**src/logic/core_pkg.sv**
```systemverilog
package core_pkg;

    typedef logic [31:0] word_t;
    typedef logic [4:0]  reg_addr_t;
    typedef logic [2:0]  funct3_t;
    typedef logic [6:0]  opcode_t;

    // what the decoder made of the latched instruction
    typedef enum logic [3:0] {
        op_alu_imm,
        op_alu_reg,
        op_lui,
        op_jal,
        op_jalr,
        op_branch,
        op_load,
        op_store,
        op_halt,
        op_illegal
    } op_class_e;

    typedef enum logic [3:0] {
        alu_add,
        alu_sub,
        alu_sll,
        alu_srl,
        alu_sra,
        alu_xor,
        alu_and,
        alu_or,
        alu_slt,
        alu_sltu,
        alu_none
    } alu_op_e;

    typedef enum logic [3:0] {
        state_init,
        state_fetch,
        state_fetch_wait,
        state_decode,
        state_execute,
        state_load,
        state_load_wait,
        state_store,
        state_retire,
        state_halted
    } core_state_e;

    // RV32I major opcodes, auipc left out on purpose
    localparam opcode_t opc_op_imm = 7'b0010011;
    localparam opcode_t opc_op     = 7'b0110011;
    localparam opcode_t opc_lui    = 7'b0110111;
    localparam opcode_t opc_jal    = 7'b1101111;
    localparam opcode_t opc_jalr   = 7'b1100111;
    localparam opcode_t opc_branch = 7'b1100011;
    localparam opcode_t opc_load   = 7'b0000011;
    localparam opcode_t opc_store  = 7'b0100011;
    localparam opcode_t opc_system = 7'b1110011;

    // system immediate that stops the core
    localparam logic [11:0] halt_imm = 12'd1;

    localparam funct3_t f3_add_sub = 3'd0;
    localparam funct3_t f3_sll     = 3'd1;
    localparam funct3_t f3_slt     = 3'd2;
    localparam funct3_t f3_sltu    = 3'd3;
    localparam funct3_t f3_xor     = 3'd4;
    localparam funct3_t f3_srl_sra = 3'd5;
    localparam funct3_t f3_or      = 3'd6;
    localparam funct3_t f3_and     = 3'd7;

    localparam funct3_t f3_beq  = 3'd0;
    localparam funct3_t f3_bne  = 3'd1;
    localparam funct3_t f3_blt  = 3'd4;
    localparam funct3_t f3_bge  = 3'd5;
    localparam funct3_t f3_bltu = 3'd6;
    localparam funct3_t f3_bgeu = 3'd7;

    localparam word_t pc_step = 32'd4;

endpackage

```
**src/logic/decoded_if.sv**
```systemverilog
`timescale 1ns/1ps

interface decoded_if;
    import core_pkg::*;

    op_class_e op_class;
    reg_addr_t rs1;
    reg_addr_t rs2;
    reg_addr_t rd;
    funct3_t   funct3;
    // instruction bit 30, picks sub and sra
    logic      alt;
    word_t     imm;

    modport decoder_side (
        output op_class, rs1, rs2, rd, funct3, alt, imm
    );

    modport execute_side (
        input op_class, funct3, alt, imm
    );

    modport sequencer_side (
        input op_class, rd
    );

    modport regs_side (
        input rs1, rs2
    );

endinterface

```
**src/logic/core_sequencer.sv**
```systemverilog
`timescale 1ns/1ps

module core_sequencer #(
    parameter int address_width = 16
) (
    input  logic                     clock,
    input  logic                     reset_n,
    input  logic                     run,
    decoded_if.sequencer_side        seq,
    input  core_pkg::word_t          alu_result,
    input  logic                     branch_taken,
    input  core_pkg::word_t          rs2_value,
    input  core_pkg::word_t          inst_ram_read_result,
    input  core_pkg::word_t          data_ram_read_result,
    output logic                     latch_inst,
    output core_pkg::word_t          inst,
    output core_pkg::word_t          pc,
    output logic [address_width-1:0] inst_ram_address,
    output logic [address_width-1:0] data_ram_address,
    output core_pkg::word_t          data_ram_write_data,
    output logic                     data_ram_write,
    output logic                     halted,
    output logic                     write_enable,
    output core_pkg::reg_addr_t      write_addr,
    output core_pkg::word_t          write_data
);
    import core_pkg::*;

    core_state_e state;
    word_t       pc_plus_step;
    word_t       next_pc;
    word_t       rd_value;
    logic        writes_rd;

    // fetched word goes straight to the decoder, which latches it in decode
    assign inst       = inst_ram_read_result;
    assign latch_inst = run && (state == state_decode);

    assign pc_plus_step = pc + pc_step;

    always_comb begin
        case (seq.op_class)
            op_jal, op_jalr: next_pc = {alu_result[31:1], 1'b0};
            op_branch:       next_pc = branch_taken ? alu_result : pc_plus_step;
            default:         next_pc = pc_plus_step;
        endcase
    end

    always_comb begin
        case (seq.op_class)
            op_jal, op_jalr: rd_value = pc_plus_step;
            op_load:         rd_value = data_ram_read_result;
            default:         rd_value = alu_result;
        endcase
    end

    assign writes_rd = (seq.op_class == op_alu_imm) || (seq.op_class == op_alu_reg) ||
                       (seq.op_class == op_lui) || (seq.op_class == op_jal) ||
                       (seq.op_class == op_jalr) || (seq.op_class == op_load);

    always_ff @(posedge clock) begin
        if (!reset_n) begin
            state            <= state_init;
            pc               <= '0;
            inst_ram_address <= '0;
            halted           <= 1'b0;
            data_ram_write   <= 1'b0;
            write_enable     <= 1'b0;
        end else begin
            // both strobes are single clock pulses, even when run drops
            data_ram_write <= run && (state == state_store);
            write_enable   <= run && (state == state_retire) && writes_rd;
            if (run) begin
                case (state)
                    state_init: begin
                        pc    <= '0;
                        state <= state_fetch;
                    end
                    state_fetch: begin
                        inst_ram_address <= pc[address_width-1:0];
                        state            <= state_fetch_wait;
                    end
                    state_fetch_wait: state <= state_decode;
                    state_decode:     state <= state_execute;
                    state_execute: begin
                        case (seq.op_class)
                            op_halt: begin
                                halted <= 1'b1;
                                state  <= state_halted;
                            end
                            op_load:  state <= state_load;
                            op_store: state <= state_store;
                            default:  state <= state_retire;
                        endcase
                    end
                    state_load:      state <= state_load_wait;
                    state_load_wait: state <= state_retire;
                    state_store:     state <= state_retire;
                    state_retire: begin
                        pc    <= next_pc;
                        state <= state_fetch;
                    end
                    state_halted: state <= state_halted;
                    default:      state <= state_init;
                endcase
            end
        end
    end

    // data path registers, loaded alongside the control above
    always_ff @(posedge clock) begin
        if (run) begin
            if ((state == state_load) || (state == state_store)) begin
                data_ram_address <= alu_result[address_width-1:0];
            end
            if (state == state_store) begin
                data_ram_write_data <= rs2_value;
            end
            if (state == state_retire) begin
                write_addr <= seq.rd;
                write_data <= rd_value;
            end
        end
    end

endmodule

```
**src/logic/execute_unit.sv**
```systemverilog
`timescale 1ns/1ps

module execute_unit (
    decoded_if.execute_side dec,
    input  core_pkg::word_t pc,
    input  core_pkg::word_t rs1_value,
    input  core_pkg::word_t rs2_value,
    output core_pkg::word_t alu_result,
    output logic            branch_taken
);
    import core_pkg::*;

    alu_op_e    alu_op;
    word_t      operand1;
    word_t      operand2;
    logic [4:0] shamt;
    logic       condition;

    // operator selection, everything that is not arithmetic just adds
    always_comb begin
        alu_op = alu_add;
        case (dec.op_class)
            op_alu_imm, op_alu_reg: begin
                case (dec.funct3)
                    f3_add_sub: begin
                        // bit 30 of an addi is part of the immediate
                        if ((dec.op_class == op_alu_reg) && dec.alt) begin
                            alu_op = alu_sub;
                        end else begin
                            alu_op = alu_add;
                        end
                    end
                    f3_sll:     alu_op = alu_sll;
                    f3_slt:     alu_op = alu_slt;
                    f3_sltu:    alu_op = alu_sltu;
                    f3_xor:     alu_op = alu_xor;
                    f3_srl_sra: alu_op = dec.alt ? alu_sra : alu_srl;
                    f3_or:      alu_op = alu_or;
                    f3_and:     alu_op = alu_and;
                endcase
            end
            op_halt, op_illegal: alu_op = alu_none;
            default:             alu_op = alu_add;
        endcase
    end

    always_comb begin
        case (dec.op_class)
            op_alu_reg: begin
                operand1 = rs1_value;
                operand2 = rs2_value;
            end
            op_lui: begin
                operand1 = dec.imm;
                operand2 = '0;
            end
            op_jal, op_branch: begin
                operand1 = pc;
                operand2 = dec.imm;
            end
            default: begin
                // alu_imm, load, store and jalr
                operand1 = rs1_value;
                operand2 = dec.imm;
            end
        endcase
    end

    assign shamt = operand2[4:0];

    always_comb begin
        case (alu_op)
            alu_add:  alu_result = operand1 + operand2;
            alu_sub:  alu_result = operand1 - operand2;
            alu_sll:  alu_result = operand1 << shamt;
            alu_srl:  alu_result = operand1 >> shamt;
            alu_sra:  alu_result = word_t'($signed(operand1) >>> shamt);
            alu_xor:  alu_result = operand1 ^ operand2;
            alu_and:  alu_result = operand1 & operand2;
            alu_or:   alu_result = operand1 | operand2;
            alu_slt:  alu_result = {31'b0, $signed(operand1) < $signed(operand2)};
            alu_sltu: alu_result = {31'b0, operand1 < operand2};
            default:  alu_result = '0;
        endcase
    end

    // branch compare always works on the two register operands
    always_comb begin
        case (dec.funct3)
            f3_beq:  condition = (rs1_value == rs2_value);
            f3_bne:  condition = (rs1_value != rs2_value);
            f3_blt:  condition = ($signed(rs1_value) < $signed(rs2_value));
            f3_bge:  condition = ($signed(rs1_value) >= $signed(rs2_value));
            f3_bltu: condition = (rs1_value < rs2_value);
            f3_bgeu: condition = (rs1_value >= rs2_value);
            default: condition = 1'b0;
        endcase
    end

    assign branch_taken = (dec.op_class == op_branch) && condition;

endmodule

```
**src/logic/inst_decoder.sv**
```systemverilog
`timescale 1ns/1ps

module inst_decoder (
    input  logic            clock,
    input  logic            reset_n,
    input  logic            latch_inst,
    input  core_pkg::word_t inst,
    decoded_if.decoder_side dec
);
    import core_pkg::*;

    word_t     inst_reg;
    opcode_t   opcode;
    op_class_e op_class;
    word_t     imm;

    always_ff @(posedge clock) begin
        if (!reset_n) begin
            // all zeros decodes as illegal until the first fetch lands
            inst_reg <= '0;
        end else if (latch_inst) begin
            inst_reg <= inst;
        end
    end

    assign opcode = inst_reg[6:0];

    always_comb begin
        case (opcode)
            opc_op_imm: op_class = op_alu_imm;
            opc_op:     op_class = op_alu_reg;
            opc_lui:    op_class = op_lui;
            opc_jal:    op_class = op_jal;
            opc_jalr:   op_class = op_jalr;
            opc_branch: op_class = op_branch;
            opc_load:   op_class = op_load;
            opc_store:  op_class = op_store;
            opc_system: begin
                // only the halt form of the system opcode is supported
                if (inst_reg[31:20] == halt_imm) begin
                    op_class = op_halt;
                end else begin
                    op_class = op_illegal;
                end
            end
            default:    op_class = op_illegal;
        endcase
    end

    // immediate format follows the opcode
    always_comb begin
        case (opcode)
            opc_store: begin
                imm = {{20{inst_reg[31]}}, inst_reg[31:25], inst_reg[11:7]};
            end
            opc_branch: begin
                imm = {{19{inst_reg[31]}}, inst_reg[31], inst_reg[7],
                       inst_reg[30:25], inst_reg[11:8], 1'b0};
            end
            opc_lui: begin
                imm = {inst_reg[31:12], 12'b0};
            end
            opc_jal: begin
                imm = {{11{inst_reg[31]}}, inst_reg[31], inst_reg[19:12],
                       inst_reg[20], inst_reg[30:21], 1'b0};
            end
            default: begin
                // I format, covers op-imm, jalr, load and system
                imm = {{20{inst_reg[31]}}, inst_reg[31:20]};
            end
        endcase
    end

    assign dec.op_class = op_class;
    assign dec.rs1      = inst_reg[19:15];
    assign dec.rs2      = inst_reg[24:20];
    assign dec.rd       = inst_reg[11:7];
    assign dec.funct3   = inst_reg[14:12];
    assign dec.alt      = inst_reg[30];
    assign dec.imm      = imm;

endmodule

```
**src/logic/register_file.sv**
```systemverilog
`timescale 1ns/1ps

module register_file (
    input  logic                clock,
    decoded_if.regs_side        regs,
    input  logic                write_enable,
    input  core_pkg::reg_addr_t write_addr,
    input  core_pkg::word_t     write_data,
    output core_pkg::word_t     rs1_value,
    output core_pkg::word_t     rs2_value
);
    import core_pkg::*;

    word_t bank [32];

    // x0 is never written, so its entry stays unused
    always_ff @(posedge clock) begin
        if (write_enable && (write_addr != '0)) begin
            bank[write_addr] <= write_data;
        end
    end

    assign rs1_value = (regs.rs1 == '0) ? '0 : bank[regs.rs1];
    assign rs2_value = (regs.rs2 == '0) ? '0 : bank[regs.rs2];

endmodule

```
**src/logic/shader_core.sv**
```systemverilog
`timescale 1ns/1ps

module shader_core #(
    parameter int address_width = 16
) (
    input  logic                     clock,
    input  logic                     reset_n,
    input  logic                     run,
    output logic                     halted,
    output logic [address_width-1:0] inst_ram_address,
    input  core_pkg::word_t          inst_ram_read_result,
    output logic [address_width-1:0] data_ram_address,
    output core_pkg::word_t          data_ram_write_data,
    output logic                     data_ram_write,
    input  core_pkg::word_t          data_ram_read_result
);
    import core_pkg::*;

    word_t     inst;
    word_t     pc;
    word_t     rs1_value;
    word_t     rs2_value;
    word_t     alu_result;
    word_t     write_data;
    reg_addr_t write_addr;
    logic      latch_inst;
    logic      branch_taken;
    logic      write_enable;

    decoded_if decoded ();

    inst_decoder u_decoder (
        .clock      (clock),
        .reset_n    (reset_n),
        .latch_inst (latch_inst),
        .inst       (inst),
        .dec        (decoded)
    );

    register_file u_regs (
        .clock        (clock),
        .regs         (decoded),
        .write_enable (write_enable),
        .write_addr   (write_addr),
        .write_data   (write_data),
        .rs1_value    (rs1_value),
        .rs2_value    (rs2_value)
    );

    execute_unit u_execute (
        .dec          (decoded),
        .pc           (pc),
        .rs1_value    (rs1_value),
        .rs2_value    (rs2_value),
        .alu_result   (alu_result),
        .branch_taken (branch_taken)
    );

    core_sequencer #(
        .address_width (address_width)
    ) u_sequencer (
        .clock                (clock),
        .reset_n              (reset_n),
        .run                  (run),
        .seq                  (decoded),
        .alu_result           (alu_result),
        .branch_taken         (branch_taken),
        .rs2_value            (rs2_value),
        .inst_ram_read_result (inst_ram_read_result),
        .data_ram_read_result (data_ram_read_result),
        .latch_inst           (latch_inst),
        .inst                 (inst),
        .pc                   (pc),
        .inst_ram_address     (inst_ram_address),
        .data_ram_address     (data_ram_address),
        .data_ram_write_data  (data_ram_write_data),
        .data_ram_write       (data_ram_write),
        .halted               (halted),
        .write_enable         (write_enable),
        .write_addr           (write_addr),
        .write_data           (write_data)
    );

endmodule

```
**config.mk**
```make
export PLATFORM = sky130hd
export DESIGN_NAME = shader_core
export DESIGN_NICKNAME = d
export VERILOG_FILES = /design/src/logic/core_pkg.sv /design/src/logic/decoded_if.sv /design/src/logic/core_sequencer.sv /design/src/logic/execute_unit.sv /design/src/logic/inst_decoder.sv /design/src/logic/register_file.sv /design/src/logic/shader_core.sv
export SDC_FILE = /design/constraint.sdc
export NUM_CORES = 2
export LEC_CHECK = 0
export BUFFER_PORTS_ARGS = -buffer_cell sky130_fd_sc_hd__buf_4
export CAP_MARGIN = 10
export CORE_ASPECT_RATIO = 0.7
export CORE_MARGIN = 1.5
export CORE_UTILIZATION = 30
export CTS_CLUSTER_DIAMETER = 40
export DETAILED_ROUTE_END_ITERATION = 6
export GPL_ROUTABILITY_DRIVEN = 0
export PLACE_DENSITY = 0.42
export SLEW_MARGIN = 20
export SYNTH_ARGS = -nofsm -noshare
export SYNTH_HDL_FRONTEND = slang
export SYNTH_HIERARCHICAL = 1
export SYNTH_SLANG_ARGS = --single-unit
```
**constraint.sdc**
```tcl
create_clock -name clock -period 11.2 [get_ports clock]
set_input_delay 0.56 -clock clock [delete_from_list [all_inputs] [get_ports clock]]
set_output_delay 0.56 -clock clock [all_outputs]
set_load 0.005 [all_outputs]
```
==> summary.md <==
| Metric | Value |
|---|---|
| Run status | finished, violations left |
| Failing checks | design-rule violations |
| Leak | approximately 24 nW |
| Hold EP | u_decoder/inst_reg[13] |
| CP required | around 12000 ps |
| Cells on worst reg2reg path | 24 |
| Setup violations, final | 0 |
| First-pass GRT wire length | roughly 430 mm |
| Drt drc | 8 |
| Async set-reset flop share out of synthesis | 0% |
| Fin. max-slew vios | 0 |
| FF+latch area | ~35000 µm² |
| Vias | roughly 52000 |
| Peak VDD IR | between 0.1 and 0.15 mV |
| Worst-Margin Slew | between 1000 and 1500 ps |
| Number of vias per cell | approximately 6.2 |
| R2R setup slack | around 1900 ps |
| Area growth syn-to-layout | 15.2% |
| Final setup margin | roughly 1900 ps |
| Core area | ~220000 µm² |
| Clk sinks | 1196 |
| Mean Syn Cell Area | ~13 µm² |
| Post-Syn Area | about 68000 µm² |
| Worst clock skew | 67.2 ps |
| Post-synthesis sequential area ratio | approximately 52% |
| DIE HEIGHT | between 400 and 500 µm |
| Largest net degree at the start of global routing | 76 |
| Crit path time final | roughly 9300 ps |
| Port bufs | 132 |
| Arrival time at the worst endpoint | just under 10000 ps |
| Worst Path Max Fanout | 33 |
| Achievable clock frequency | about 110 MHz |
| Setup TNS | 0 ps |
| Util after Layout | a little over a third |
| Max_slew headroom | roughly a tenth |
| Worst skew pair latency | a little over 800 ps |
| Grt total ovfl | 0 |
| Commonest register cell after synthesis | edfxtp_1 |
| Type of the tightest min-delay check | primary input to flop |
| Layout filler cell count | 21700 |
| DRT iter0 DRCs | around 8500 |
| Starting Density | between 30% and 40% |
| Yosys reg bits | approximately 1200 |
| Startpoint types | flop |
| DRT antenna net count | 0 |
| Fin Hold WS | 40.3 ps |
| Max FFs per register | about 1000 |
| Antenna violations before repair | 22 |
| Worst R2R Start | u_decoder/inst_reg[20] |
| Post-detailed-placement half-perimeter wirelength | about 210 mm |
| Total CTS buffers | approximately 160 |
| DR pass1 iterations | 7 |
| Hold_sp | inst_ram_read_result[13] |
| Routed wire length | between 300 and 400 mm |
| CTS H-Tree Depth | 4 |
| Share of cells above drive strength 1 | between 20 and 25% |
| Boundary Pins | roughly 130 |
| Setup CP Type | flop to flop |
| DR WL/cell | 37.7 µm |
| # rows | 145 |
| Synth unique cells | 124 |
| Clock transition at path regs | 60 ps |
| Die ar. | between 200000 and 250000 µm² |
| Die W | 571 µm |
| Post-Layout Cell Count | about 8400 |
| Worst setup EP type | flop |
| WHS Path Cells | 3 |
| Top reg by flops | u_regs/bank |
| Final worst-path cycle share | 83.5% |
| Crit. Startpoint | u_decoder/inst_reg[20] |
| Max Root-Sink Buffers | 4 |
| # placed instances | 8038 |
| Synthesis Warnings | 6 |
| FF-to-FF End | u_sequencer/write_data[18] |
| Dpl ws | around 2300 ps |
| Number of global-route vias before repair | 48700 |
| Max-Cap Viols | 0 |
| Fin nets | ~5400 |
| Gr usage total | a little over a quarter |
| CTS tree | yes |
| Synth Instances | 5079 |
| PwrDens | roughly 130 nW/µm² |
| CTS root buffer | clkbuf_16 |
| # resized after CTS | 0 |
| EDFF count, synth | between 1000 and 1500 |
| Final Hold Fails | 0 |
| RSZ-0062 raised after global routing | false |
| Footprint of the multi-input gates | 30200 µm² |
==> kinds of logic after synthesis <==
group	Yosys count	synth area share, %
other	1	0.00554
adder cells (fa/ha/maj)	132	2.46
XOR/XNOR	54	0.726
multiplexers	886	20.1
flip-flops	1196	51.8
AO/OA/AOI/OAI	1232	13.0
buffers and inverters	594	4.48
AND/OR/NAND/NOR	984	7.40
==> placed cells by master, fill, tap and decap left out, types with 54 or more instances in the layout <==
cell type,n
o21ai_0,196
nand3_1,72
dfxtp_1,77
edfxtp_1,1109
mux2_2,80
nor2_1,157
ha_1,130
o221ai_1,80
a21oi_1,191
nand2_1,327
buf_4,356
a22oi_1,123
mux2i_1,450
nor2b_1,94
mux4_1,54
inv_1,131
clkbuf_16,161
mux4_2,302
a211oi_1,101
nand4_1,55
==> metrics by stage <==
| step | cell area (µm²) | power [mW] |
|---|---|---|
| after floorplan | 67800 | 5.12 |
| after global placement | 72400 | 5.25 |
| after detailed placement | 72500 | 5.25 |
| after CTS | 77900 | 10.3 |
| after global routing | 78000 | 10.5 |
| final | 78000 | 10.3 |
==> power breakdown <==
part / switching [mW] / internal [mW]
registers: 0.00997 / 4.81
clock network: 2.08 / 3.02
logic: 0.223 / 0.133
total: 2.31 / 7.97
==> how the worst max path moves through the flow <==
stage	slack, ps	cells past startpoint	endpoint
floorplan	5190	28	u_sequencer/write_data[26]
detailed placement	2300	23	u_sequencer/pc[23]
CTS	2290	23	u_sequencer/pc[24]
global placement	2190	24	u_sequencer/write_data[18]
finish	1850	24	u_sequencer/write_data[18]
global route	1820	23	u_sequencer/pc[24]
==> Yosys cell counts, drive strengths merged, types with 15 or more instances <==
cell	number	area share [%]
dfxtp	87	2.6
inv	139	0.78
nand3	72	0.53
and3	21	0.22
nand2	331	1.9
nand3b	15	0.17
o21ai	236	1.8
nand2b	18	0.17
a21oi	196	1.5
nor2b	99	0.91
o21a	18	0.20
mux2i	450	6.7
and2	16	0.15
a211oi	109	1.2
nor4	24	0.25
o221ai	81	1.0
ha	130	2.4
a31oi	28	0.29
xor2	21	0.30
a21o	54	0.60
a22oi	124	1.4
a21boi	24	0.27
edfxtp	1109	49
buf	266	2.7
mux4	356	12
o22ai	33	0.30
a221oi	68	1.1
o211ai	33	0.37
a22o	38	0.49
mux2	80	1.3
xnor2	33	0.43
nand4	57	0.56
a32oi	24	0.31
o2111ai	18	0.23
nor2	201	1.2
or3	18	0.17
clkbuf	188	1.0
a311oi	39	0.50
nor3	51	0.42
==> layout make-up <==
class                           instances  area share, %
Sequential cell                      1196           45.0
Multi-Input combinational cell       3320           38.7
Clock buffer                          183           5.28
Tap cell                             3013           4.83
Timing Repair Buffer                  398           4.19
Clock inverter                         94           1.28
Inverter                              140          0.683
Antenna cell                            6         0.0192
==> repair_timing <==
action                                 in CTS  in global routing
setup endpoints to repair                   0                  0
endpoints found under the hold margin      21                  0
buffers inserted                            0                  0
hold buffers                               21                  0
==> critical path, cell delays in order (launching register included) <==
cell and delay (ps):
dfxtp_4 770, nor4b_1 700, nand3_1 470, a22oi_1 300, nand4_1 560, buf_4 450
buf_4 180, nor2_1 270, o21ai_4 210, nand2_4 440, ha_1 260, inv_1 70
fa_1 450, nor2b_1 170, o2111ai_1 250, a21oi_1 170, o32ai_2 740, a21boi_0 270
o311a_1 390, o211ai_1 150, nor4bb_1 490, o21ai_1 490, buf_4 310, a22oi_1 270
o21ai_0 210
==> layer usage <==
metal	GRT usage (%)	up-vias	part of all wire [%]
li1	-	20700	-
met4	6.02	9	2.5
met1	41.4	27200	46
met3	9.17	450	12
met5	0.251	-	0.033
met2	34.9	3349	39
No activity file was read; power rests on OpenSTA's default activity.
